## src/verilog/isaPkg.sv

```systemverilog
`default_nettype none

package isaPkg;

   // Datapath and register index widths
   localparam int wordW    = 16;
   localparam int regAddrW = 3;

   // Unified memory, byte addressed, word index from bits 8..1
   localparam int memDepth = 256;
   localparam int memIdxW  = $clog2(memDepth);

   // Sequential PC step in bytes
   localparam logic [wordW-1:0] pcStep = 16'd2;

   // Bubble encoding, opcode 00001
   localparam logic [wordW-1:0] nopInstr = 16'h0800;

   // Kept opcodes, instr[15:11]
   typedef enum logic [4:0] {
      opHalt  = 5'b00000,
      opNop   = 5'b00001,
      opJ     = 5'b00100,
      opJr    = 5'b00101,
      opAddi  = 5'b01000,
      opSubi  = 5'b01001,
      opXori  = 5'b01010,
      opAndni = 5'b01011,
      opBeqz  = 5'b01100,
      opBnez  = 5'b01101,
      opBltz  = 5'b01110,
      opBgez  = 5'b01111,
      opSt    = 5'b10000,
      opLd    = 5'b10001,
      opSlbi  = 5'b10010,
      opBtr   = 5'b11001,
      opAluR  = 5'b11011,
      opSeq   = 5'b11100,
      opSlt   = 5'b11101,
      opSle   = 5'b11110,
      opSco   = 5'b11111
   } opcodeT;

   // R-format function field, instr[1:0]
   localparam logic [1:0] fnAdd  = 2'b00;
   localparam logic [1:0] fnSub  = 2'b01;
   localparam logic [1:0] fnXor  = 2'b10;
   localparam logic [1:0] fnAndn = 2'b11;

endpackage

`default_nettype wire
```

## src/verilog/pipePkg.sv

```systemverilog
`default_nettype none

package pipePkg;
   import isaPkg::*;

   // IF -> ID
   typedef struct packed {
      logic             valid;
      logic [wordW-1:0] instr;
      logic [wordW-1:0] incrPc;
   } fetchToDecodeT;

   // ID -> EX, register values are pre-forwarding
   typedef struct packed {
      logic                valid;
      logic [wordW-1:0]    instr;
      logic [wordW-1:0]    incrPc;
      logic [wordW-1:0]    regA;
      logic [wordW-1:0]    regB;
      logic [regAddrW-1:0] rs;
      logic [regAddrW-1:0] rt;
      logic [regAddrW-1:0] destReg;
      logic                rsUsed;
      logic                rtUsed;
      logic                regWrite;
      logic                memRead;
      logic                memWrite;
      logic                halt;
   } decodeToExecT;

   // EX -> MEM
   typedef struct packed {
      logic                valid;
      logic [wordW-1:0]    result;
      logic [wordW-1:0]    storeData;
      logic [regAddrW-1:0] destReg;
      logic                regWrite;
      logic                memRead;
      logic                memWrite;
      logic                halt;
   } execToMemT;

   // MEM -> WB, also the writeback bus
   typedef struct packed {
      logic                valid;
      logic [regAddrW-1:0] destReg;
      logic                regWrite;
      logic [wordW-1:0]    data;
      logic                halt;
   } memToWbT;

   // One memory port request
   typedef struct packed {
      logic             req;
      logic             write;
      logic [wordW-1:0] addr;
      logic [wordW-1:0] wdata;
   } memReqT;

endpackage

`default_nettype wire

```

## src/verilog/memStage.sv

```systemverilog
`timescale 1ns/1ps
`default_nettype none

module memStage import isaPkg::*, pipePkg::*; (
   input  execToMemT        fromExec,
   input  logic [wordW-1:0] memData,
   output memReqT           dataReq,
   output memToWbT          toWb
);

   logic access;

   // Any valid load or store takes the memory this cycle
   assign access = fromExec.valid & (fromExec.memRead | fromExec.memWrite);

   assign dataReq.req   = access;
   assign dataReq.write = fromExec.valid & fromExec.memWrite;
   assign dataReq.addr  = fromExec.result;
   assign dataReq.wdata = fromExec.storeData;

   // Loads write back the memory word, everything else the ALU result
   assign toWb.valid    = fromExec.valid;
   assign toWb.destReg  = fromExec.destReg;
   assign toWb.regWrite = fromExec.regWrite;
   assign toWb.data     = fromExec.memRead ? memData : fromExec.result;
   assign toWb.halt     = fromExec.halt;

endmodule

`default_nettype wire

```

## config.mk

```make
export PLATFORM = sky130hd
export DESIGN_NAME = memStage
export DESIGN_NICKNAME = d
export VERILOG_FILES = /design/src/verilog/isaPkg.sv /design/src/verilog/pipePkg.sv /design/src/verilog/memStage.sv
export SDC_FILE = /design/constraint.sdc
export NUM_CORES = 1
export LEC_CHECK = 0
export ABC_CLOCK_PERIOD_IN_PS = 1700
export BUFFER_PORTS_ARGS = -buffer_cell sky130_fd_sc_hd__buf_2
export CORE_MARGIN = 2
export CORE_UTILIZATION = 26
export DETAILED_ROUTE_END_ITERATION = 16
export GPL_ROUTABILITY_DRIVEN = 1
export PLACE_DENSITY = 0.95
export SLEW_MARGIN = 5
export SYNTH_ARGS = -nofsm -noshare
export SYNTH_HDL_FRONTEND = slang
export SYNTH_SLANG_ARGS = --single-unit
```

## constraint.sdc

```tcl
create_clock -name vclk -period 1.7
set_input_delay 0.51 -clock vclk [all_inputs]
set_output_delay 0.51 -clock vclk [all_outputs]
set_load 0.01 [all_outputs]
```

# After elaboration in Yosys (flattened, before gate mapping)

Index checks and enable logic that the tools add are counted.
Widths: inputs -> output; s select.

Register bits after elaboration: 0
Bits of input ports: 56
Output and inout port bits: 56
Logic and storage cells: 4

Multiplexer cells: 1
Bitwise gates (word level): 3

Operators with widths:

| kind        | count |
|---|---|
| $mux 16     | 1 |
| $and 1x1->1 | 2 |
| $or 1x1->1  | 1 |

# Logic depth before layout (Yosys ltp)

Depth after elaboration: 2
Gate-level depth with buffers: 4
Depth with buffers taken out: 1

# Worst setup path before layout

Ideal clock, no wire load.

Kind: in2out
From: input fromExec[2] (netlist bit)
To: output toWb[10] (netlist bit)
Arrival: 1.073 ns
Required time: 1.190 ns
Setup slack: 0.117 ns
Stages on the path: 3
Buffers on the path: 2
Path through: buf_6 -> buf_12 -> mux2_4

RTL lines:

| element            | line          | source |
|---|---|---|
| start: declaration | memStage.sv:5 | `input execToMemT fromExec,` |
| end: declaration   | memStage.sv:8 | `output memToWbT toWb` |

==> impl_metrics.toml <==
[detailed_routing]
drtPass1Iterations = 2
drt_iter0_drc = 3
drt_wl_total_um = 1265
viasPerCell = 4.102
drc_errors = 0
vias = 484
wl_per_cell_um = 10.72
ant_nets = 0

[floorplan]
die_width_um = 50.07
ios = 112
die-area_mm2 = 0.002507
initial_core_util_pct = 27.84
core_area_mm2 = 0.001982
rows = 16
die_h_um = 50.07

[power]
ir_drop_v = 0.0001232
p_leak_nw = 0.4537
power.density_mw_per_mm2 = 300.6
power_mw = 0.2362

[grt]
grt_max_degree = 7
antenna_found_initial = 0
overflow = 0
gr-usage-all-layers_pct = 7.895
grt_pass1_vias = 387
grt_pass1_wl_um = 1635

[setup_path]
crit_top_cell = "buf_12"
critical_path_class = "input port to primary output"
required_ps = 1190
path_buf_inv = 3
critPathCaptureType = "primary output"
slowest_stage = "mux2_2"
cp_top_family = "buffers and inverters"
max_stage_delay_ps = 330
critical_path.startpoint_type = "input port"
crit_chain = "buf_12 -> buf_12 -> mux2_2 -> buf_6"
crit_fanout = 6
crit_arrival_ps = 1180

[flow_run]
cap_violations = 0

[timing]
rsz0062_at_grt = "yes"
min_period_ps = 1692
fmax_mhz = 591.1
slew_headroom_pct = 95.68
finalSetupTns_ps = 0
tightest_slew_ps = 64.87
finalWorstSetupSlack_ps = 8.225
post-route-period-util_pct = 99.52
drv_slew = 0
setup_viol = 0
hold_viol = 0

[finish]
n_fill_cell = 184
seq_cells = 0
diodes = 0
nets = 149
nClkBuffers = 0
syn_to_final_growth_pct = 42.40
seqCellArea_um2 = 0
drive_gt1_share_pct = 97.80
final_core_util_pct = 39.65
layout_commonest_cell = "buf_2"
layout_common_cells = "buf_2 (55), buf_6 (14), mux2_4 (10)"

[min_path]
hold_class = "input port to primary output"

[logic_synthesis]
synth_xor_area_share_pct = 0
netlist_instances = 59
synth-compound-area-share_pct = 1.361
synth_top_family_by_area = "buffers and inverters"
ys_seq_area_share_pct = 0
synth_fa_ha_area_share_pct = 0
synthMuxAreaShare_pct = 38.78
syn_nets = 115
ys_types = 7
synth_area_per_cell_um2 = 9.352
synth_area_um2 = 551.8
yosysWarnings = 0
yosys.area_share.simple_pct = 1.134

[placement]
dpl_worst_slack_ps = -80.64
gp_congestion = 0.7001
io_buffer_count = 70

[outcome]
status = "finished, final reports clean"

[clocking]
postCtsSetupBuffers = 0
[per-layer routing]
metal,global-route usage [%],routed length [um]
met5,0,0
met2,15.79,610
met3,3.333,269
met4,0.4630,2
met1,7.609,382
[layout make-up]
class / instances / area [um2] / share of cell area (%)
multi-input cells: 18 / 231.5 / 29.46
repair buffers: 73 / 520.5 / 66.24
well taps: 27 / 33.78 / 4.299
[power breakdown]
group          internal [mW]  total [mW]  switching (mW)  leakage (nW)
combinational          0.151       0.236          0.0856         0.454
clock                      0           0               0             0
sequential                 0           0               0             0
total                  0.151       0.236          0.0856         0.454
[synth_stat cells, drive strengths merged]
library cell / count / share of area [%]
buf: 41 / 59
mux2: 16 / 39
o21a: 1 / 1.4
and2: 1 / 1.1
[path summary, 6_finish.rpt]
kind / cells past startpoint / slack (ps) / end / startpoint
max: 4 / 8 / toWb[4] / fromExec[2]
min: 0 / 1020 / dataReq[0] / fromExec[7]
[kinds of logic after synthesis]
family,count (synthesis)
buffers and inverters,41
muxes,16
and+or+nand+nor,1
AOI/OAI and AO/OA,1
[through the flow]
stage / hold slack, ps / area (um2) / std cells
finish: 1020 / 785.8 / 118
global route: 1020 / 785.8 / 118
CTS: 1020 / 719.4 / 118
detailed placement: 1020 / 651.9 / 117
global placement: 1020 / 651.9 / 117
floorplan: 1112 / 551.8 / 59
[repair_timing]
action	in CTS	in global routing
setup endpoints to repair	15	10
gates cloned	1	0
resized for setup	9	11
hold buffers	0	0
hold endpoints to repair	0	0
Note: power is estimated with default switching activity, not from simulation.
