## config.mk

```make
export PLATFORM = sky130hd
export DESIGN_NAME = decodeStage
export DESIGN_NICKNAME = d
export VERILOG_FILES = /design/src/verilog/isaPkg.sv /design/src/verilog/pipePkg.sv /design/src/verilog/decodeStage.sv
export SDC_FILE = /design/constraint.sdc
export NUM_CORES = 1
export LEC_CHECK = 0
export BUFFER_PORTS_ARGS = -buffer_cell sky130_fd_sc_hd__buf_4
export CORE_MARGIN = 1
export CORE_UTILIZATION = 53
export CTS_CLUSTER_DIAMETER = 150
export DETAILED_ROUTE_END_ITERATION = 10
export GPL_TIMING_DRIVEN = 0
export PLACE_DENSITY = 0.81
export SLEW_MARGIN = 25
export SYNTH_ARGS = -nofsm -noshare
export SYNTH_HDL_FRONTEND = slang
export SYNTH_SLANG_ARGS = --single-unit
```

## constraint.sdc

```tcl
create_clock -name clk -period 2.27 [get_ports clk]
set_clock_uncertainty 0.1 [all_clocks]
set_input_delay 0.454 -clock clk [delete_from_list [all_inputs] [get_ports clk]]
set_output_delay 0.454 -clock clk [all_outputs]
set_load 0.01 [all_outputs]
```

## src/verilog/isaPkg.sv

```systemverilog
`default_nettype none

package isaPkg;

   // Datapath and register index widths
   localparam int wordW    = 16;
   localparam int regAddrW = 3;

   // Unified memory, byte addressed, word index from bits 8..1
   localparam int memDepth = 256;
   localparam int memIdxW  = $clog2(memDepth);

   // Sequential PC step in bytes
   localparam logic [wordW-1:0] pcStep = 16'd2;

   // Bubble encoding, opcode 00001
   localparam logic [wordW-1:0] nopInstr = 16'h0800;

   // Kept opcodes, instr[15:11]
   typedef enum logic [4:0] {
      opHalt  = 5'b00000,
      opNop   = 5'b00001,
      opJ     = 5'b00100,
      opJr    = 5'b00101,
      opAddi  = 5'b01000,
      opSubi  = 5'b01001,
      opXori  = 5'b01010,
      opAndni = 5'b01011,
      opBeqz  = 5'b01100,
      opBnez  = 5'b01101,
      opBltz  = 5'b01110,
      opBgez  = 5'b01111,
      opSt    = 5'b10000,
      opLd    = 5'b10001,
      opSlbi  = 5'b10010,
      opBtr   = 5'b11001,
      opAluR  = 5'b11011,
      opSeq   = 5'b11100,
      opSlt   = 5'b11101,
      opSle   = 5'b11110,
      opSco   = 5'b11111
   } opcodeT;

   // R-format function field, instr[1:0]
   localparam logic [1:0] fnAdd  = 2'b00;
   localparam logic [1:0] fnSub  = 2'b01;
   localparam logic [1:0] fnXor  = 2'b10;
   localparam logic [1:0] fnAndn = 2'b11;

endpackage

`default_nettype wire
```

## src/verilog/pipePkg.sv

```systemverilog
`default_nettype none

package pipePkg;
   import isaPkg::*;

   // IF -> ID
   typedef struct packed {
      logic             valid;
      logic [wordW-1:0] instr;
      logic [wordW-1:0] incrPc;
   } fetchToDecodeT;

   // ID -> EX, register values are pre-forwarding
   typedef struct packed {
      logic                valid;
      logic [wordW-1:0]    instr;
      logic [wordW-1:0]    incrPc;
      logic [wordW-1:0]    regA;
      logic [wordW-1:0]    regB;
      logic [regAddrW-1:0] rs;
      logic [regAddrW-1:0] rt;
      logic [regAddrW-1:0] destReg;
      logic                rsUsed;
      logic                rtUsed;
      logic                regWrite;
      logic                memRead;
      logic                memWrite;
      logic                halt;
   } decodeToExecT;

   // EX -> MEM
   typedef struct packed {
      logic                valid;
      logic [wordW-1:0]    result;
      logic [wordW-1:0]    storeData;
      logic [regAddrW-1:0] destReg;
      logic                regWrite;
      logic                memRead;
      logic                memWrite;
      logic                halt;
   } execToMemT;

   // MEM -> WB, also the writeback bus
   typedef struct packed {
      logic                valid;
      logic [regAddrW-1:0] destReg;
      logic                regWrite;
      logic [wordW-1:0]    data;
      logic                halt;
   } memToWbT;

   // One memory port request
   typedef struct packed {
      logic             req;
      logic             write;
      logic [wordW-1:0] addr;
      logic [wordW-1:0] wdata;
   } memReqT;

endpackage

`default_nettype wire

```

## src/verilog/decodeStage.sv

```systemverilog
`timescale 1ns/1ps
`default_nettype none

module decodeStage import isaPkg::*, pipePkg::*; (
   input  logic          clk,
   input  logic          rstN,
   input  fetchToDecodeT fromFetch,
   input  decodeToExecT  inExec,
   input  memToWbT       wb,
   output decodeToExecT  toExec,
   output logic          loadUseStall,
   output logic          halted
);

   logic [wordW-1:0]    regs [2**regAddrW];
   opcodeT              op;
   logic [regAddrW-1:0] rs, rt, rd, dest;
   logic                rsUsed, rtUsed, regWrite, isLoad, isStore, isHalt;
   logic                wbWrite;

   // Writeback bus carries a register write this cycle
   assign wbWrite = wb.valid & wb.regWrite;

   ///////////////////////////////////////////////////////////////////////
   // Register file, written from the writeback bus
   ///////////////////////////////////////////////////////////////////////
   always_ff @(posedge clk or negedge rstN) begin
      if (!rstN) begin
         for (int i = 0; i < 2**regAddrW; i++) begin
            regs[i] <= '0;
         end
      end else if (wbWrite) begin
         regs[wb.destReg] <= wb.data;
      end
   end

   // Sticky once a HALT retires
   always_ff @(posedge clk or negedge rstN) begin
      if (!rstN) begin
         halted <= 1'b0;
      end else if (wb.valid && wb.halt) begin
         halted <= 1'b1;
      end
   end

   ///////////////////////////////////////////////////////////////////////
   // Field decode
   ///////////////////////////////////////////////////////////////////////
   assign op = opcodeT'(fromFetch.instr[15:11]);
   assign rs = fromFetch.instr[10:8];
   assign rt = fromFetch.instr[7:5];
   assign rd = fromFetch.instr[4:2];

   always_comb begin
      // Most opcodes read rs and target rt
      rsUsed   = 1'b1;
      rtUsed   = 1'b0;
      regWrite = 1'b0;
      isLoad   = 1'b0;
      isStore  = 1'b0;
      isHalt   = 1'b0;
      dest     = rt;
      case (op)
         opHalt: begin
            rsUsed = 1'b0;
            isHalt = 1'b1;
         end
         opNop, opJ: rsUsed = 1'b0;
         opAddi, opSubi, opXori, opAndni: regWrite = 1'b1;
         opLd: begin
            regWrite = 1'b1;
            isLoad   = 1'b1;
         end
         // Store data comes from the rt field
         opSt: begin
            rtUsed  = 1'b1;
            isStore = 1'b1;
         end
         // SLBI rewrites its own source
         opSlbi: begin
            regWrite = 1'b1;
            dest     = rs;
         end
         opBtr: begin
            regWrite = 1'b1;
            dest     = rd;
         end
         opAluR, opSeq, opSlt, opSle, opSco: begin
            rtUsed   = 1'b1;
            regWrite = 1'b1;
            dest     = rd;
         end
         default: ;
      endcase
   end

   // Controls are masked by valid so bubbles do nothing downstream
   assign toExec.valid    = fromFetch.valid;
   assign toExec.instr    = fromFetch.instr;
   assign toExec.incrPc   = fromFetch.incrPc;
   // Write-through read, a writeback landing this cycle is seen here
   assign toExec.regA     = (wbWrite && wb.destReg == rs) ? wb.data : regs[rs];
   assign toExec.regB     = (wbWrite && wb.destReg == rt) ? wb.data : regs[rt];
   assign toExec.rs       = rs;
   assign toExec.rt       = rt;
   assign toExec.destReg  = dest;
   assign toExec.rsUsed   = fromFetch.valid & rsUsed;
   assign toExec.rtUsed   = fromFetch.valid & rtUsed;
   assign toExec.regWrite = fromFetch.valid & regWrite;
   assign toExec.memRead  = fromFetch.valid & isLoad;
   assign toExec.memWrite = fromFetch.valid & isStore;
   assign toExec.halt     = fromFetch.valid & isHalt;

   // Load in EX feeding a source here, wait one cycle
   assign loadUseStall = fromFetch.valid & inExec.valid & inExec.memRead &
                         ((rsUsed & (inExec.destReg == rs)) |
                          (rtUsed & (inExec.destReg == rt)));

endmodule

`default_nettype wire

```

* Word level (Yosys, flattened, before mapping)
Cells that the tools add are included.
** Operators by class
- Reduce and logical (&&, ||, !) cells :: 9
- Bitwise logic cells :: 16
- Order comparisons :: 4
- Equality and inequality tests :: 19
- Multiplexer cells :: 18
** Operator list (number)
- $bwmux 128 :: 1
- $mux 16 :: 7
- $bmux 16 s3 :: 2
- $demux 16 s3 :: 1
- $eq 5x5->1 const B :: 9
- $eq 5x4->1 const B :: 4
- $and 1x1->1 :: 12
- $eq 3x3->1 :: 4
- $ge 4x4->1 const B :: 3
- $not 3->4 :: 3
- $reduce_or 12->1 :: 1
- $reduce_or 6->1 :: 2
- $mux 1 :: 6
- $pmux 3 s2 :: 1
- $eq 5x1->1 const B :: 1
- $eq 5x3->1 const B :: 1
- $logic_not 5->1 :: 1
- $logic_and 1x1->1 :: 4
- $lt 4x1->1 const B :: 1
- $reduce_or 3->1 :: 1
- $or 1x1->1 :: 1
** Word-level totals
- Logic and storage cells :: 75
- Bits of input ports :: 137
- Register bits after elaboration :: 129
- Output and inout port bits :: 82

* Longest topological paths before layout
- Word-level depth :: 6
- Mapped depth :: 7
- Depth with buffers taken out :: 4

* Least setup slack after synthesis
OpenSTA, ideal clock, no wires.
- Path type :: input to output
- Start :: input fromFetch[24] in the netlist's numbering
- End :: output loadUseStall
- Setup slack :: 0.025 ns
- Arrival time :: 1.691 ns
- Cell stages on the path :: 5
- Cell sequence :: buf_4 -> buf_4 -> xor2_1 -> or4_1 -> o21ai_0
** Between the ends
- Word-level cells in the longest chain between the ends :: 4
** Ends and longest elaborated chain
- start, declared :: line decodeStage.sv:7 : input fetchToDecodeT fromFetch,
- $eq 3x3->1 :: line decodeStage.sv:116 : ((rsUsed & (inExec.destReg == rs)) |
- $and 1x1->1 :: line decodeStage.sv:116
- $or 1x1->1 :: line decodeStage.sv:116
- $and 1x1->1 :: line decodeStage.sv:115 : assign loadUseStall = fromFetch.valid & inExec.valid & inExec.memRead &
- end, declared :: line decodeStage.sv:11 : output logic loadUseStall,
No other way between the ends.

==> key figures <==
Cells and area
  – Fin nets: 859
  – Utilization after layout: 69.7%
  – FILL cells: approximately 950
  – FF/Latch Area: 0.00323 sq mm
  – Antenna cells: 0
  – P&R area growth vs syn: 29.0%
  – Footprint of the multi-input gates: 0.00406 sq mm
  – Finished Layout Cells: 919
  – Layout cell share with drive strength beyond 1: 65.2%

CTS
  – CTS tree: yes
  – Clk root buf: clkbuf_16
  – Sink Count: 129
  – Htree depth: 4
  – Clk slew on worst S/H paths: 60 ps
  – Inserted Clock Buffers: 17
  – Worst-Skew Late Latency: 430 ps
  – Clock Tree Buf Depth: 2

Floorplanning
  – Chip Width: around 120 um
  – Core ar.: 0.0145 sq mm
  – Rows: 44
  – Full die area: around 0.015 sq mm
  – Starting Density: 54.0%
  – Die H: around 120 um
  – Top-Level Pins: 219

Setup path
  – Worst Setup End Kind: output pin
  – Ordered cell list for the critical path: mux4_2 -> mux2i_1 -> a21oi_2 -> buf_4
  – Critical path arrival: 1830 ps
  – Critical Path Max Stage Delay: 500 ps
  – Crit path kind: flip-flop to output pin
  – Crit-path max FO: 3
  – Startpoint types: flip-flop
  – Crit path max-delay cell type: mux4_2
  – Worst Path Required: 1720 ps

Worst hold path
  – Type of the tightest min-delay check: input pin to flip-flop

Global route
  – Overflow after GRT: 0
  – Initial antenna violation count: 0
  – Vias in the first global route: ~5900
  – Global-route wire length before repair: 33.0 mm
  – Largest net degree at the start of global routing: 83
  – GRT Util Overall: 30.3%

Detailed routing
  – Vias per inst: 6.37
  – Total Wirelength: around 23 mm
  – Drt drc: 0
  – Initial DRC count: about 560
  – Drt wl/cell: 24.7 um
  – Drt pass-1 iters: 6
  – Antenna viol nets, final: 0
  – Via count: 5854

Run status
  – Status: finished with violations
  – Violated checks: negative setup slack

Timing
  – Unrepaired setup endpoints after global routing: yes
  – Rel. slew slack: 61.5%
  – Setup WS post-layout: -116 ps
  – Final period util: 105%
  – Final hold vios: 0
  – Worst-Margin Slew: 562 ps
  – Post-layout min period: 2390 ps
  – F_max: between 0.4 and 0.5 GHz
  – Final slew viol count: 0
  – Final setup violation count: 28

Placement
  – Post-placement cell count: 857
  – Port Buf Inserts: 100
  – Placer Congestion: 0.831
  – Detailed Place HPWL: around 14 mm

Logic synthesis
  – Cells after Synth: 572
  – Net count after synthesis: 709
  – Seq cells post-synth: 129
  – Post-synthesis sequential area ratio: ~41%
  – Synth area leaders: dfrtp_1 41%, mux4_2 18%, mux2_2 17%
  – Number of synthesized flops with an enable pin: 0
  – Post-Syn Area: between 0.007 and 0.008 sq mm
  – Cell taking the most area after synthesis: dfrtp_1
  – Avg Inst Size Synth: 13.7 sq um
  – Synth warn: 0
  – Count leader, synth: dfrtp_1
  – Top-area cell type share of the netlist area: 41.3%
  – Synth cell types: 40
  – Most frequent cells after synthesis: 129 x dfrtp_1, 117 x mux2_2, 64 x mux4_2
  – Top_reg_cell synth: dfrtp_1
  – Synth async-reset ratio: 100%

Job
  – Max cap viols: 0

Power
  – PD cells: roughly 840 mW/mm^2
  – Leak Pwr: 4.54 nW
  – IR drop worst, VDD: 536 uV
-- worst max-delay path: cells and delay by family (launching register included) --
family,cells,cell delay [ps]
multiplexers,2,700
buffers and inverters,1,150
flip-flops,1,430
AO/OA/AOI/OAI,1,110
-- registers in the layout, indices dropped and copies added (netlist names) --
| name | count |
|---|---|
| regs | 128 |
| halted | 1 |
-- routing by layer --
metal	GRT usage (%)	wire, um
met5	0	0
met4	17.6	1110
met3	7.01	1950
met2	50.4	11400
met1	36.0	8220
-- power breakdown --
part / switching [mW] / internal (mW) / total [mW]
sequential: 0.426 / 2.84 / 3.26
combinational: 0.978 / 1.54 / 2.52
clock: 1.07 / 1.67 / 2.74
total: 2.47 / 6.05 / 8.52
-- what timing repair did --
item	in CTS	in global routing
buffers inserted	11	11
gates resized for setup	86	22
cloned	5	2
hold buffers	1	0
hold endpoints to repair	47	0
pin swaps	11	14
endpoints found under the setup margin	36	34
-- final cells by class --
type	instances	area share, %
tap	184	2.28
clock buffer	19	4.49
multi-input combinational	348	40.2
sequential	129	32.0
buffer	95	8.65
timing repair buffer	131	11.0
clock inverter	13	1.34
-- per-stage QoR --
| stage | TNS, ps | hold slack (ps) | power, mW | worst slack (ps) | cell area (sq um) |
|---|---|---|---|---|---|
| final | -1270 | 137 | 8.52 | -116 | 10100 |
| after global routing | -2420 | 149 | 8.83 | -144 | 10100 |
| after CTS | -280 | 137 | 8.34 | -66.0 | 9880 |
| after detailed placement | -15470 | 278 | 5.52 | -530 | 8840 |
| after global placement | -13860 | 361 | 5.35 | -494 | 8800 |
| after floorplan | 0 | 58.4 | 4.70 | 25.5 | 7820 |
-- logic make-up (layout without fill, tap and decap cells) --
logic type | Yosys count | count (layout) | synth area share, %
AOI/OAI and AO/OA | 47 | 47 | 3.60
xor gates and xnor gates | 12 | 12 | 1.34
buffers and inverters | 95 | 258 | 8.08
DFF | 129 | 129 | 41.3
muxes | 224 | 224 | 41.4
and+or+nand+nor | 65 | 65 | 4.27
-- worst paths after layout --
path                       startpoint  slack, ps  cells after the start    endpoint
min in group asynchronous        rstN        400                      2    regs[57]
min reg2reg                    halted        370                      1      halted
max reg2reg                  regs[79]       1130                      3    regs[79]
min                             wb[0]        140                      2      halted
max in group asynchronous        rstN        940                      3    regs[51]
max                          regs[28]       -120                      4  toExec[43]
-- cells in the final DEF (no fill, tap or decap), types with 12 or more instances in the layout --
master	netlist	final
a21oi_2	0	12
nor2_2	6	12
mux2i_1	32	31
clkbuf_16	0	19
nor2_1	36	30
a21oi_1	32	20
mux2_2	117	117
dfrtp_1	129	129
mux4_2	64	64
buf_4	61	180
Note: power is estimated with default switching activity, not from simulation.
