==> config.mk <==
export PLATFORM = sky130hd
export DESIGN_NAME = executeStage
export DESIGN_NICKNAME = d
export VERILOG_FILES = /design/src/verilog/isaPkg.sv /design/src/verilog/pipePkg.sv /design/src/verilog/executeStage.sv
export SDC_FILE = /design/constraint.sdc
export NUM_CORES = 1
export LEC_CHECK = 0
export BUFFER_PORTS_ARGS = -buffer_cell sky130_fd_sc_hd__buf_2
export CAP_MARGIN = 20
export CORE_MARGIN = 4
export CORE_UTILIZATION = 35
export DETAILED_ROUTE_END_ITERATION = 8
export GPL_TIMING_DRIVEN = 0
export PLACE_DENSITY_LB_ADDON = 0.15
export SLEW_MARGIN = 20
export SYNTH_ARGS = -nofsm -noshare
export SYNTH_HDL_FRONTEND = slang
export SYNTH_SLANG_ARGS = --single-unit
==> constraint.sdc <==
create_clock -name vclk -period 6.4
set_clock_uncertainty 0.2 [all_clocks]
set_input_delay 0.96 -clock vclk [all_inputs]
set_output_delay 0.96 -clock vclk [all_outputs]
set_load 0.02 [all_outputs]
==> src/verilog/isaPkg.sv <==
`default_nettype none

package isaPkg;

   // Datapath and register index widths
   localparam int wordW    = 16;
   localparam int regAddrW = 3;

   // Unified memory, byte addressed, word index from bits 8..1
   localparam int memDepth = 256;
   localparam int memIdxW  = $clog2(memDepth);

   // Sequential PC step in bytes
   localparam logic [wordW-1:0] pcStep = 16'd2;

   // Bubble encoding, opcode 00001
   localparam logic [wordW-1:0] nopInstr = 16'h0800;

   // Kept opcodes, instr[15:11]
   typedef enum logic [4:0] {
      opHalt  = 5'b00000,
      opNop   = 5'b00001,
      opJ     = 5'b00100,
      opJr    = 5'b00101,
      opAddi  = 5'b01000,
      opSubi  = 5'b01001,
      opXori  = 5'b01010,
      opAndni = 5'b01011,
      opBeqz  = 5'b01100,
      opBnez  = 5'b01101,
      opBltz  = 5'b01110,
      opBgez  = 5'b01111,
      opSt    = 5'b10000,
      opLd    = 5'b10001,
      opSlbi  = 5'b10010,
      opBtr   = 5'b11001,
      opAluR  = 5'b11011,
      opSeq   = 5'b11100,
      opSlt   = 5'b11101,
      opSle   = 5'b11110,
      opSco   = 5'b11111
   } opcodeT;

   // R-format function field, instr[1:0]
   localparam logic [1:0] fnAdd  = 2'b00;
   localparam logic [1:0] fnSub  = 2'b01;
   localparam logic [1:0] fnXor  = 2'b10;
   localparam logic [1:0] fnAndn = 2'b11;

endpackage

`default_nettype wire
==> src/verilog/pipePkg.sv <==
`default_nettype none

package pipePkg;
   import isaPkg::*;

   // IF -> ID
   typedef struct packed {
      logic             valid;
      logic [wordW-1:0] instr;
      logic [wordW-1:0] incrPc;
   } fetchToDecodeT;

   // ID -> EX, register values are pre-forwarding
   typedef struct packed {
      logic                valid;
      logic [wordW-1:0]    instr;
      logic [wordW-1:0]    incrPc;
      logic [wordW-1:0]    regA;
      logic [wordW-1:0]    regB;
      logic [regAddrW-1:0] rs;
      logic [regAddrW-1:0] rt;
      logic [regAddrW-1:0] destReg;
      logic                rsUsed;
      logic                rtUsed;
      logic                regWrite;
      logic                memRead;
      logic                memWrite;
      logic                halt;
   } decodeToExecT;

   // EX -> MEM
   typedef struct packed {
      logic                valid;
      logic [wordW-1:0]    result;
      logic [wordW-1:0]    storeData;
      logic [regAddrW-1:0] destReg;
      logic                regWrite;
      logic                memRead;
      logic                memWrite;
      logic                halt;
   } execToMemT;

   // MEM -> WB, also the writeback bus
   typedef struct packed {
      logic                valid;
      logic [regAddrW-1:0] destReg;
      logic                regWrite;
      logic [wordW-1:0]    data;
      logic                halt;
   } memToWbT;

   // One memory port request
   typedef struct packed {
      logic             req;
      logic             write;
      logic [wordW-1:0] addr;
      logic [wordW-1:0] wdata;
   } memReqT;

endpackage

`default_nettype wire

==> src/verilog/executeStage.sv <==
`timescale 1ns/1ps
`default_nettype none

module executeStage import isaPkg::*, pipePkg::*; (
   input  decodeToExecT     fromDecode,
   input  execToMemT        inMem,
   input  memToWbT          wb,
   output execToMemT        toMem,
   output logic             squash,
   output logic [wordW-1:0] newPc
);

   opcodeT           op;
   logic [1:0]       func;
   logic [wordW-1:0] instr;
   logic [wordW-1:0] aVal, rtVal, bVal;
   logic [wordW-1:0] imm5s, imm5z, imm8s, imm11s;
   logic [wordW-1:0] aIn, bIn, sum, result, brTarget;
   logic [wordW:0]   addFull;
   logic             invA, invB, carry, zf, sf, ovf, lt, taken;

   // Priority: MEM stage, then WB, then register file value
   function automatic logic [wordW-1:0] fwdValue(
      input logic [regAddrW-1:0] src,
      input logic [wordW-1:0]    regVal,
      input execToMemT           memSt,
      input memToWbT             wbSt
   );
      if (memSt.valid && memSt.regWrite && memSt.destReg == src) begin
         return memSt.result;
      end
      if (wbSt.valid && wbSt.regWrite && wbSt.destReg == src) begin
         return wbSt.data;
      end
      return regVal;
   endfunction

   assign instr = fromDecode.instr;
   assign op    = opcodeT'(instr[15:11]);
   assign func  = instr[1:0];

   // WB forward also covers the same-cycle register write
   assign aVal  = fwdValue(fromDecode.rs, fromDecode.regA, inMem, wb);
   assign rtVal = fwdValue(fromDecode.rt, fromDecode.regB, inMem, wb);

   ///////////////////////////////////////////////////////////////////////
   // Immediates and B operand
   ///////////////////////////////////////////////////////////////////////
   assign imm5s  = {{(wordW-5){instr[4]}}, instr[4:0]};
   assign imm5z  = {{(wordW-5){1'b0}}, instr[4:0]};
   assign imm8s  = {{(wordW-8){instr[7]}}, instr[7:0]};
   assign imm11s = {{(wordW-11){instr[10]}}, instr[10:0]};

   always_comb begin
      case (op)
         opAddi, opSubi, opLd, opSt: bVal = imm5s;
         // Logic immediates are zero extended
         opXori, opAndni:            bVal = imm5z;
         opJr:                       bVal = imm8s;
         opSlbi:                     bVal = {aVal[7:0], instr[7:0]};
         default:                    bVal = rtVal;
      endcase
   end

   ///////////////////////////////////////////////////////////////////////
   // ALU adder with operand inversion
   ///////////////////////////////////////////////////////////////////////
   // SUB/SUBI compute B - A
   assign invA = (op == opSubi) | ((op == opAluR) & (func == fnSub));
   // Set-less/equal compare as A - B, SCO keeps a plain add
   assign invB = (op == opSeq) | (op == opSlt) | (op == opSle);

   assign aIn     = invA ? ~aVal : aVal;
   assign bIn     = invB ? ~bVal : bVal;
   assign addFull = {1'b0, aIn} + {1'b0, bIn} + {{wordW{1'b0}}, invA | invB};
   assign sum     = addFull[wordW-1:0];
   assign carry   = addFull[wordW];

   // Flags for the set conditions
   assign zf  = (sum == '0);
   assign sf  = sum[wordW-1];
   assign ovf = (aIn[wordW-1] == bIn[wordW-1]) & (sf != aIn[wordW-1]);
   // Sign flips on signed overflow
   assign lt  = sf ^ ovf;

   always_comb begin
      case (op)
         opXori:  result = aVal ^ bVal;
         opAndni: result = aVal & ~bVal;
         opSlbi:  result = bVal;
         opBtr:   result = {<<{aVal}};
         opSeq:   result = {{(wordW-1){1'b0}}, zf};
         opSlt:   result = {{(wordW-1){1'b0}}, lt};
         opSle:   result = {{(wordW-1){1'b0}}, lt | zf};
         opSco:   result = {{(wordW-1){1'b0}}, carry};
         opAluR: begin
            case (func)
               fnXor:   result = aVal ^ bVal;
               fnAndn:  result = aVal & ~bVal;
               default: result = sum;
            endcase
         end
         // Add, sub and load/store address
         default: result = sum;
      endcase
   end

   ///////////////////////////////////////////////////////////////////////
   // Branch resolution
   ///////////////////////////////////////////////////////////////////////
   always_comb begin
      case (op)
         opBeqz:  taken = (aVal == '0);
         opBnez:  taken = (aVal != '0);
         opBltz:  taken = aVal[wordW-1];
         opBgez:  taken = ~aVal[wordW-1];
         // HALT loops on itself so nothing behind it retires
         opJ, opJr, opHalt: taken = 1'b1;
         default: taken = 1'b0;
      endcase
   end

   assign brTarget = fromDecode.incrPc + ((op == opJ) ? imm11s : imm8s);

   always_comb begin
      case (op)
         opJr:    newPc = sum;
         opHalt:  newPc = fromDecode.incrPc - pcStep;
         default: newPc = brTarget;
      endcase
   end

   // Kills the two younger instructions in IF/ID and ID/EX
   assign squash = fromDecode.valid & taken;

   assign toMem.valid     = fromDecode.valid;
   assign toMem.result    = result;
   assign toMem.storeData = rtVal;
   assign toMem.destReg   = fromDecode.destReg;
   assign toMem.regWrite  = fromDecode.regWrite;
   assign toMem.memRead   = fromDecode.memRead;
   assign toMem.memWrite  = fromDecode.memWrite;
   assign toMem.halt      = fromDecode.halt;

endmodule

`default_nettype wire

* Word level (Yosys, flattened, before mapping)
Cells that the tools add are included.
** Storage, ports and cells
- Register bits after elaboration :: 0
- Bits in latches :: 0
- Bits in writable memories :: 0
- ROM bits :: 0
- Output and inout bits :: 57
- Word-level logic and storage cells :: 81
- Memories :: 0
** Cells by class
- Add/subtract/negate cells :: 4
- Multiply operators :: 0
- Divide/modulo/power cells :: 0
- $lt $le $gt $ge :: 0
- Equality and inequality tests :: 28
- Shift-type cells :: 0
- Mux-type cells :: 22
- Bitwise operators :: 14
- Reductions and logical operators :: 13
** Operator list (count)
- 16-bit 2-to-1 mux :: 11
- 16-bit one-hot mux with 9 select lines :: 1
- 16-bit one-hot mux with 2 select lines :: 2
- 16-bit one-hot mux with 4 select lines :: 1
- 5-bit == test, second input constant :: 9
- 5-bit by 4-bit == test with 1-bit output, second input constant :: 8
- 16-bit logical NOT :: 2
- 16-bit inverter :: 2
- 16-bit by 16-bit adder with 17-bit output :: 1
- 17-bit by 1-bit adder with 17-bit output :: 1
- 16-bit adder :: 1
- 16-bit bitwise AND :: 1
- 16-bit nonzero test :: 1
- 16-bit by 2-bit subtractor with 16-bit output, second input constant :: 1
- 16-bit bitwise XOR :: 1
- 3-bit == test :: 4
- 5-bit by 3-bit == test with 1-bit output, second input constant :: 2
- 1-bit logical AND :: 6
- 1-bit 2-to-1 mux :: 6
- 5-bit logical NOT :: 1
- 1-bit bitwise OR :: 5
- 1-bit one-hot mux with 5 select lines :: 1
- 2-bit == test, second input constant :: 2
- 4-bit OR reduction :: 1
- 8 further kinds :: 10

* Logic depth before layout (Yosys ltp)
Gate-level depths: netlist (run 1).
- Depth after elaboration :: 16
- Depth in mapped cells :: 24

* Worst setup path after synthesis (run 1)
Ideal clock, no wire load.
- Path type :: input port to output port
- From :: input port wb[21] in the netlist's numbering
- To :: output port toMem[23] in the netlist's numbering
- Arrival time :: 5.840 ns
- Data required time :: 5.240 ns
- Setup slack :: -0.600 ns
- Stages on the path :: 23
- Path buffers :: 2
- Cells stage by stage :: and2_1 > buf_2 > nand2_1 > nor3_4 > buf_4 > mux2i_1 > o21ai_0 > mux2i_1 > xor2_1 > ha_1 > o21ai_0 > o21ai_0 > nand3_1 > nand4b_1 > a31oi_1 > o21bai_1 > a21oi_1 > fa_1 > nand2_1 > nor3_1 > and3_1 > nand4_1 > o41ai_1
** RTL lines
- from (decl) :: line executeStage.sv:7 : input memToWbT wb,
- to (decl) :: line executeStage.sv:8 : output execToMemT toMem,

==> out/qor.csv, run 1 <==
stage,metric,value,unit
worst_setup_path,crit_start,inMem[6],
worst_setup_path,cp.arrival,5440,ps
grt,overflow,0,
sta,finalHoldViolations,0,
sta,fmax,0.151,GHz
power_and_ir_drop,p_leak,0.00320,uW
routing,wl,22.4,mm
cells_and_area,finalNonFillerCells,1149,
cells_and_area,final.fill_count,1435,
logic_synthesis,synth_fp_nets,930,
sta,setup_ws,-205,ps
sta,tightest_slew,1090,ps
hold_path,hold_path_class,primary input to output pin,
sta,holdWs,1940,ps
die,initial_core_util,36.1,%
sta,rsz0062_at_grt,true,
place,hpwl,18.0,mm
die,die-area,16400,um2
logic_synthesis,yosysSeqAreaShare,0,%
logic_synthesis,yosysTopAreaCell,ha_1,
cells_and_area,flops_and_latches,0,
routing,via_per_inst,5.74,
routing,drt-wirelength-per-cell,19.5,um
die,die_w,128,um
logic_synthesis,yosysWarnings,0,
worst_setup_path,path_class,primary input to output pin,
routing,drt_iter0_markers,447,
logic_synthesis,synthCells,737,
grt,antenna_found_initial,0,
logic_synthesis,synth_common_cells,"83 x nand2_1, 70 x nor2_1, 48 x a21oi_1, 48 x o21ai_0, 48 x xor2_1",
power_and_ir_drop,power,1110,uW
power_and_ir_drop,powerDensity,155,nW/um2
die,die_h,128,um
run_status,violations,setup timing,
routing,num_vias,6594,
worst_setup_path,cp.required,5240,ps
run,cap_violations,0,
grt,grt_first_pass_wirelength,33.5,mm
logic_synthesis,postSynthAreaPerCell,6.85,um2
routing,first_pass_iters,5,
power_and_ir_drop,ir_worst_vdd,0.0000460,V
place,gp_congestion,0.997,
sta,setup_viol,4,
cells_and_area,nClkBuffers,0,
sta,drv_slew,0,
cells_and_area,fin_nets,1164,
die,io_pins,199,
logic_synthesis,yosysMostFrequentCell,nand2_1,
logic_synthesis,netlist_area,5050,um2
routing,drtAntennaViolNets,0,
cells_and_area,regArea,0,um2
grt,grt_pass1_vias,6293,
logic_synthesis,synthTopCellsByArea,"ha_1 12%, xor2_1 8.3%, nand2_1 6.2%",
sta,relSlewSlack,26.8,%
routing,dr.max_layer_used,met4,
hold_path,min_from,fromDecode[1],
cells_and_area,drive_gt1_share,39.3,%
place,place_inst,1086,
worst_setup_path,cp-end-kind,output pin,
logic_synthesis,netlist.area_leader.share,11.7,%
logic_synthesis,synth_cell_types,85,
routing,dr_wl_met3,1.33,mm
cells_and_area,multi_input_area,5180,um2
routing,drcViolationCount,0,
cells_and_area,area_growth,42.5,%
grt,grt_use_total,25.2,%
cts,hold_buffers,0,
run_status,status,finished with violations,
routing,met1Wirelength,9.63,mm
sta,timing.final.crit_share,103,%
grt,grt_max_degree,11,
routing,dr_wl_met2,10.9,mm
die,core,14000,um2
worst_setup_path,worstPathMaxFanout,5,
worst_setup_path,critPathLaunchType,primary input,
die,rows,43,
place,port_buffers,169,
sta,period_minus_slack,6600,ps
cells_and_area,diodes,0,
sta,setup_tns,-614,ps
-- kinds of logic after synthesis --
family,Yosys count,share of synthesized area [%]
AOI/OAI and AO/OA,232,31.5
adders and majority gates,51,13.2
and+or+nand+nor,279,29.2
xor gates and xnor gates,79,13.9
buffers and inverters,71,7.21
muxes,25,5.01
-- layout by cell type, fill, tap and decap left out, types with 10 or more instances in the layout --
master,count
a21oi_1,43
buf_6,15
o221ai_1,11
nand2_1,81
nor3_1,12
and3_1,14
nor2_1,65
mux2i_1,17
nand3_1,12
o21ai_0,37
buf_2,166
buf_4,72
xnor2_1,25
ha_1,42
o21ai_2,10
inv_1,27
xor2_1,46
clkbuf_1,11
-- report_power, final --
group          internal [uW]  switching [uW]  total, uW
clock                      0               0          0
combinational            459             652       1110
sequential                 0               0          0
-- layout make-up --
| class | instances | share of cell area [%] |
|---|---|---|
| buffer | 40 | 3.83 |
| multi-input combinational | 666 | 72.1 |
| inverter | 30 | 1.62 |
| timing repair buffer | 233 | 19.4 |
| tap | 180 | 3.13 |
-- metrics by stage --
stage	utilization, %	instance area (um2)	setup slack, ps
floorplan	-	5080	1.08
global placement	44.0	6160	-1060
detailed placement	44.0	6160	-1010
CTS	47.9	6700	-383
global route	51.4	7190	-380
finish	51.4	7190	-205
-- layer usage --
metal | vias up | GRT usage [%]
li1 | 3193 | -
met1 | 3078 | 33.5
met2 | 278 | 43.9
met3 | 45 | 2.46
met4 | 0 | 5.87
met5 | - | 0
-- what timing repair did --
| action | in CTS | in global routing |
|---|---|---|
| hold endpoints to repair | 0 | 0 |
| setup buffers | 38 | 26 |
| gates resized for setup | 63 | 73 |
| setup endpoints to repair | 15 | 11 |
| pin swaps | 28 | 37 |
-- final timing paths --
kind | slack [ps] | depth (start not counted) | endpoint
worst max-delay path | -200 | 24 | toMem[38]
worst min-delay path | 1940 | 2 | toMem[1]
-- worst max-delay path, stage by stage --
cell and delay [ps]:
buf_8 110, xor2_4 180, or4_4 600, buf_12 160, nor2_4 70, or2_4 140
nor2_2 50, o22ai_4 210, xor2_1 170, ha_1 280, buf_4 160, a21o_1 220
a21oi_4 170, nand4b_1 130, a31oi_2 220, o21bai_1 110, a21oi_2 160, fa_2 470
buf_6 140, buf_6 110, o311ai_4 220, a211oi_2 60, a21oi_2 180, buf_4 160
(Power assumes the default switching activity.)
==> inputs of run 2 (changes only) <==
--- a/config.mk
+++ b/config.mk
@@ -8,7 +8,7 @@
 export BUFFER_PORTS_ARGS = -buffer_cell sky130_fd_sc_hd__buf_2
 export CAP_MARGIN = 20
 export CORE_MARGIN = 4
-export CORE_UTILIZATION = 35
+export CORE_UTILIZATION = 50
 export DETAILED_ROUTE_END_ITERATION = 8
 export GPL_TIMING_DRIVEN = 0
 export PLACE_DENSITY_LB_ADDON = 0.15
==> run 2 against run 1 <==
  * The run still ends with setup timing left
  * Global-route usage rose by 10 points
  * Die area fell by 28%
  * Routed wire length fell by 0.37%
  * First-iteration DRC count rose by 80%
  * Sequential share of layout area did not move
  * Maximum frequency fell by 0.69%
  * Hold slack barely moved
  * Utilization rose by 19 points
  * Power fell by 3.0%
  * Non-clock buffer count fell by 24
  * Critical endpoint is now toMem[23]
  * Largest cell class unchanged
==> out/qor.csv, run 2 (synthesis gave the netlist of run 1 again) <==
stage,metric,value,unit,change
worst_setup_path,worstPathMaxFanout,10,,was 5
grt,grt_pass1_vias,6147,,was 6293
place,pre_cts_slack,-1150,ps,was -1010 ps
die,die-area,11800,um2,was 16400 um2
sta,drv_slew,0,,unchanged
grt,grt_use_total,35.4,%,was 25.2%
place,hpwl,17.6,mm,was 18.0 mm
cells_and_area,layout_commonest_cell,buf_2,,unchanged
cells_and_area,area_growth,36.2,%,was 42.5%
routing,drcViolationCount,0,,unchanged
routing,drtAntennaViolNets,0,,unchanged
grt,overflow,0,,unchanged
cells_and_area,final.fill_count,867,,was 1435
die,die_w,108,um,was 128 um
run,cap_violations,0,,unchanged
cells_and_area,multi_input_area,5110,um2,was 5180 um2
routing,drt_iter0_markers,803,,was 447
cells_and_area,diodes,0,,unchanged
cells_and_area,fin_nets,1140,,was 1164
sta,setup_viol,3,,was 4
worst_setup_path,cp.required,5240,ps,about the same
sta,finalHoldViolations,0,,unchanged
cells_and_area,drive_gt1_share,36.4,%,was 39.3%
die,die_h,108,um,was 128 um
sta,relSlewSlack,38.8,%,was 26.8%
power_and_ir_drop,p_leak,0.00306,uW,was 0.00320 uW
worst_setup_path,path_class,primary input to output pin,,unchanged
die,rows,36,,was 43
cells_and_area,finalNonFillerCells,1078,,was 1149
cells_and_area,regArea,0,um2,unchanged
routing,num_vias,6821,,was 6594
die,core,9820,um2,was 14000 um2
worst_setup_path,cp-end-kind,output pin,,unchanged
sta,tightest_slew,911,ps,was 1090 ps
cts,hold_buffers,0,,unchanged
die,initial_core_util,51.4,%,was 36.1%
worst_setup_path,critPathLaunchType,primary input,,unchanged
cells_and_area,layout_common_cells,"167 x buf_2, 83 x nand2_1, 67 x nor2_1, 46 x xor2_1, 46 x buf_4",,"was 166 x buf_2, 81 x nand2_1, 72 x buf_4, 65 x nor2_1, 46 x xor2_1"
cells_and_area,nClkBuffers,0,,unchanged
sta,timing.final.crit_share,104,%,was 103%
power_and_ir_drop,power,1080,uW,was 1110 uW
sta,setup_ws,-251,ps,was -205 ps
hold_path,hold_path_class,primary input to output pin,,unchanged
grt,grt_first_pass_wirelength,33.0,mm,was 33.5 mm
power_and_ir_drop,powerDensity,157,nW/um2,was 155 nW/um2
place,gp_congestion,1.03,,was 0.997
run_status,status,finished with violations,,unchanged
cells_and_area,flops_and_latches,0,,unchanged
grt,antenna_found_initial,0,,unchanged
routing,first_pass_iters,7,,was 5
run_status,violations,setup timing,,unchanged
routing,drt-wirelength-per-cell,20.7,um,was 19.5 um
routing,via_per_inst,6.33,,was 5.74
place,place_inst,1039,,was 1086
power_and_ir_drop,ir_worst_vdd,0.0000998,V,was 0.0000460 V
sta,rsz0062_at_grt,true,,unchanged
place,port_buffers,169,,unchanged
sta,fmax,0.150,GHz,was 0.151 GHz
worst_setup_path,cp.arrival,5490,ps,was 5440 ps
grt,grt_max_degree,11,,unchanged
routing,wl,22.4,mm,about the same
sta,period_minus_slack,6650,ps,was 6600 ps
die,io_pins,199,,unchanged
run 2: cell type report:
type / instances / share of cell area [%]
inverter: 30 / 1.66
timing repair buffer: 209 / 17.5
buffer: 40 / 4.01
tap: 133 / 2.42
multi-input combinational: 666 / 74.4
run 2: path summary, 6_finish.rpt:
| kind | startpoint | end | slack [ps] | cells past startpoint |
|---|---|---|---|---|
| setup / recovery | wb[19] | toMem[23] | -250 | 22 |
| hold / removal | fromDecode[2] | toMem[2] | 1940 | 2 |
run 2: per-layer routing:
layer | up-vias | wire (um) | global-route usage, %
li1 | 3150 | - | -
met1 | 3171 | 8920 | 48.0
met2 | 438 | 10400 | 58.1
met3 | 62 | 2350 | 5.43
met4 | 0 | 704 | 9.47
met5 | - | 0 | 0
run 2: what timing repair did:
action,CTS,global route
gates resized for setup,76,36
setup endpoints to repair,18,5
buffers inserted,34,6
cloned,0,0
endpoints found under the hold margin,0,0
pin swaps,23,17
run 2: through the flow:
step | util [%] | TNS, ps | area, um2 | hold WS [ps]
3_5_place_dp | 62.1 | -5820 | 6100 | 1940
4_1_cts | 67.8 | -295 | 6660 | 1940
5_1_grt | 70.0 | -974 | 6870 | 1950
3_3_place_gp | 62.1 | -4950 | 6100 | 1940
2_1_floorplan | - | 0 | 5080 | 1830
6_report | 70.0 | -461 | 6870 | 1940
run 2: where the power goes:
group | switching (uW) | internal, uW | leakage [uW]
sequential | 0 | 0 | 0
combinational | 659 | 419 | 0.00306
clock | 0 | 0 | 0
total | 659 | 419 | 0.00306
run 2: critical path: stages:
cell and delay [ps]:
buf_2 150, xnor2_4 320, and4_1 230, buf_2 240, a21oi_1 120, a21oi_2 380, xor2_1 150, ha_1 440
nor2_1 80, nor2_1 190, nand3_2 130, nand4b_1 170, a31oi_4 110, o21bai_1 210, a21oi_2 90, fa_2 560
nand2_1 50, nor3_1 120, and3_1 170, nand4_1 160, o41ai_4 260, buf_4 190
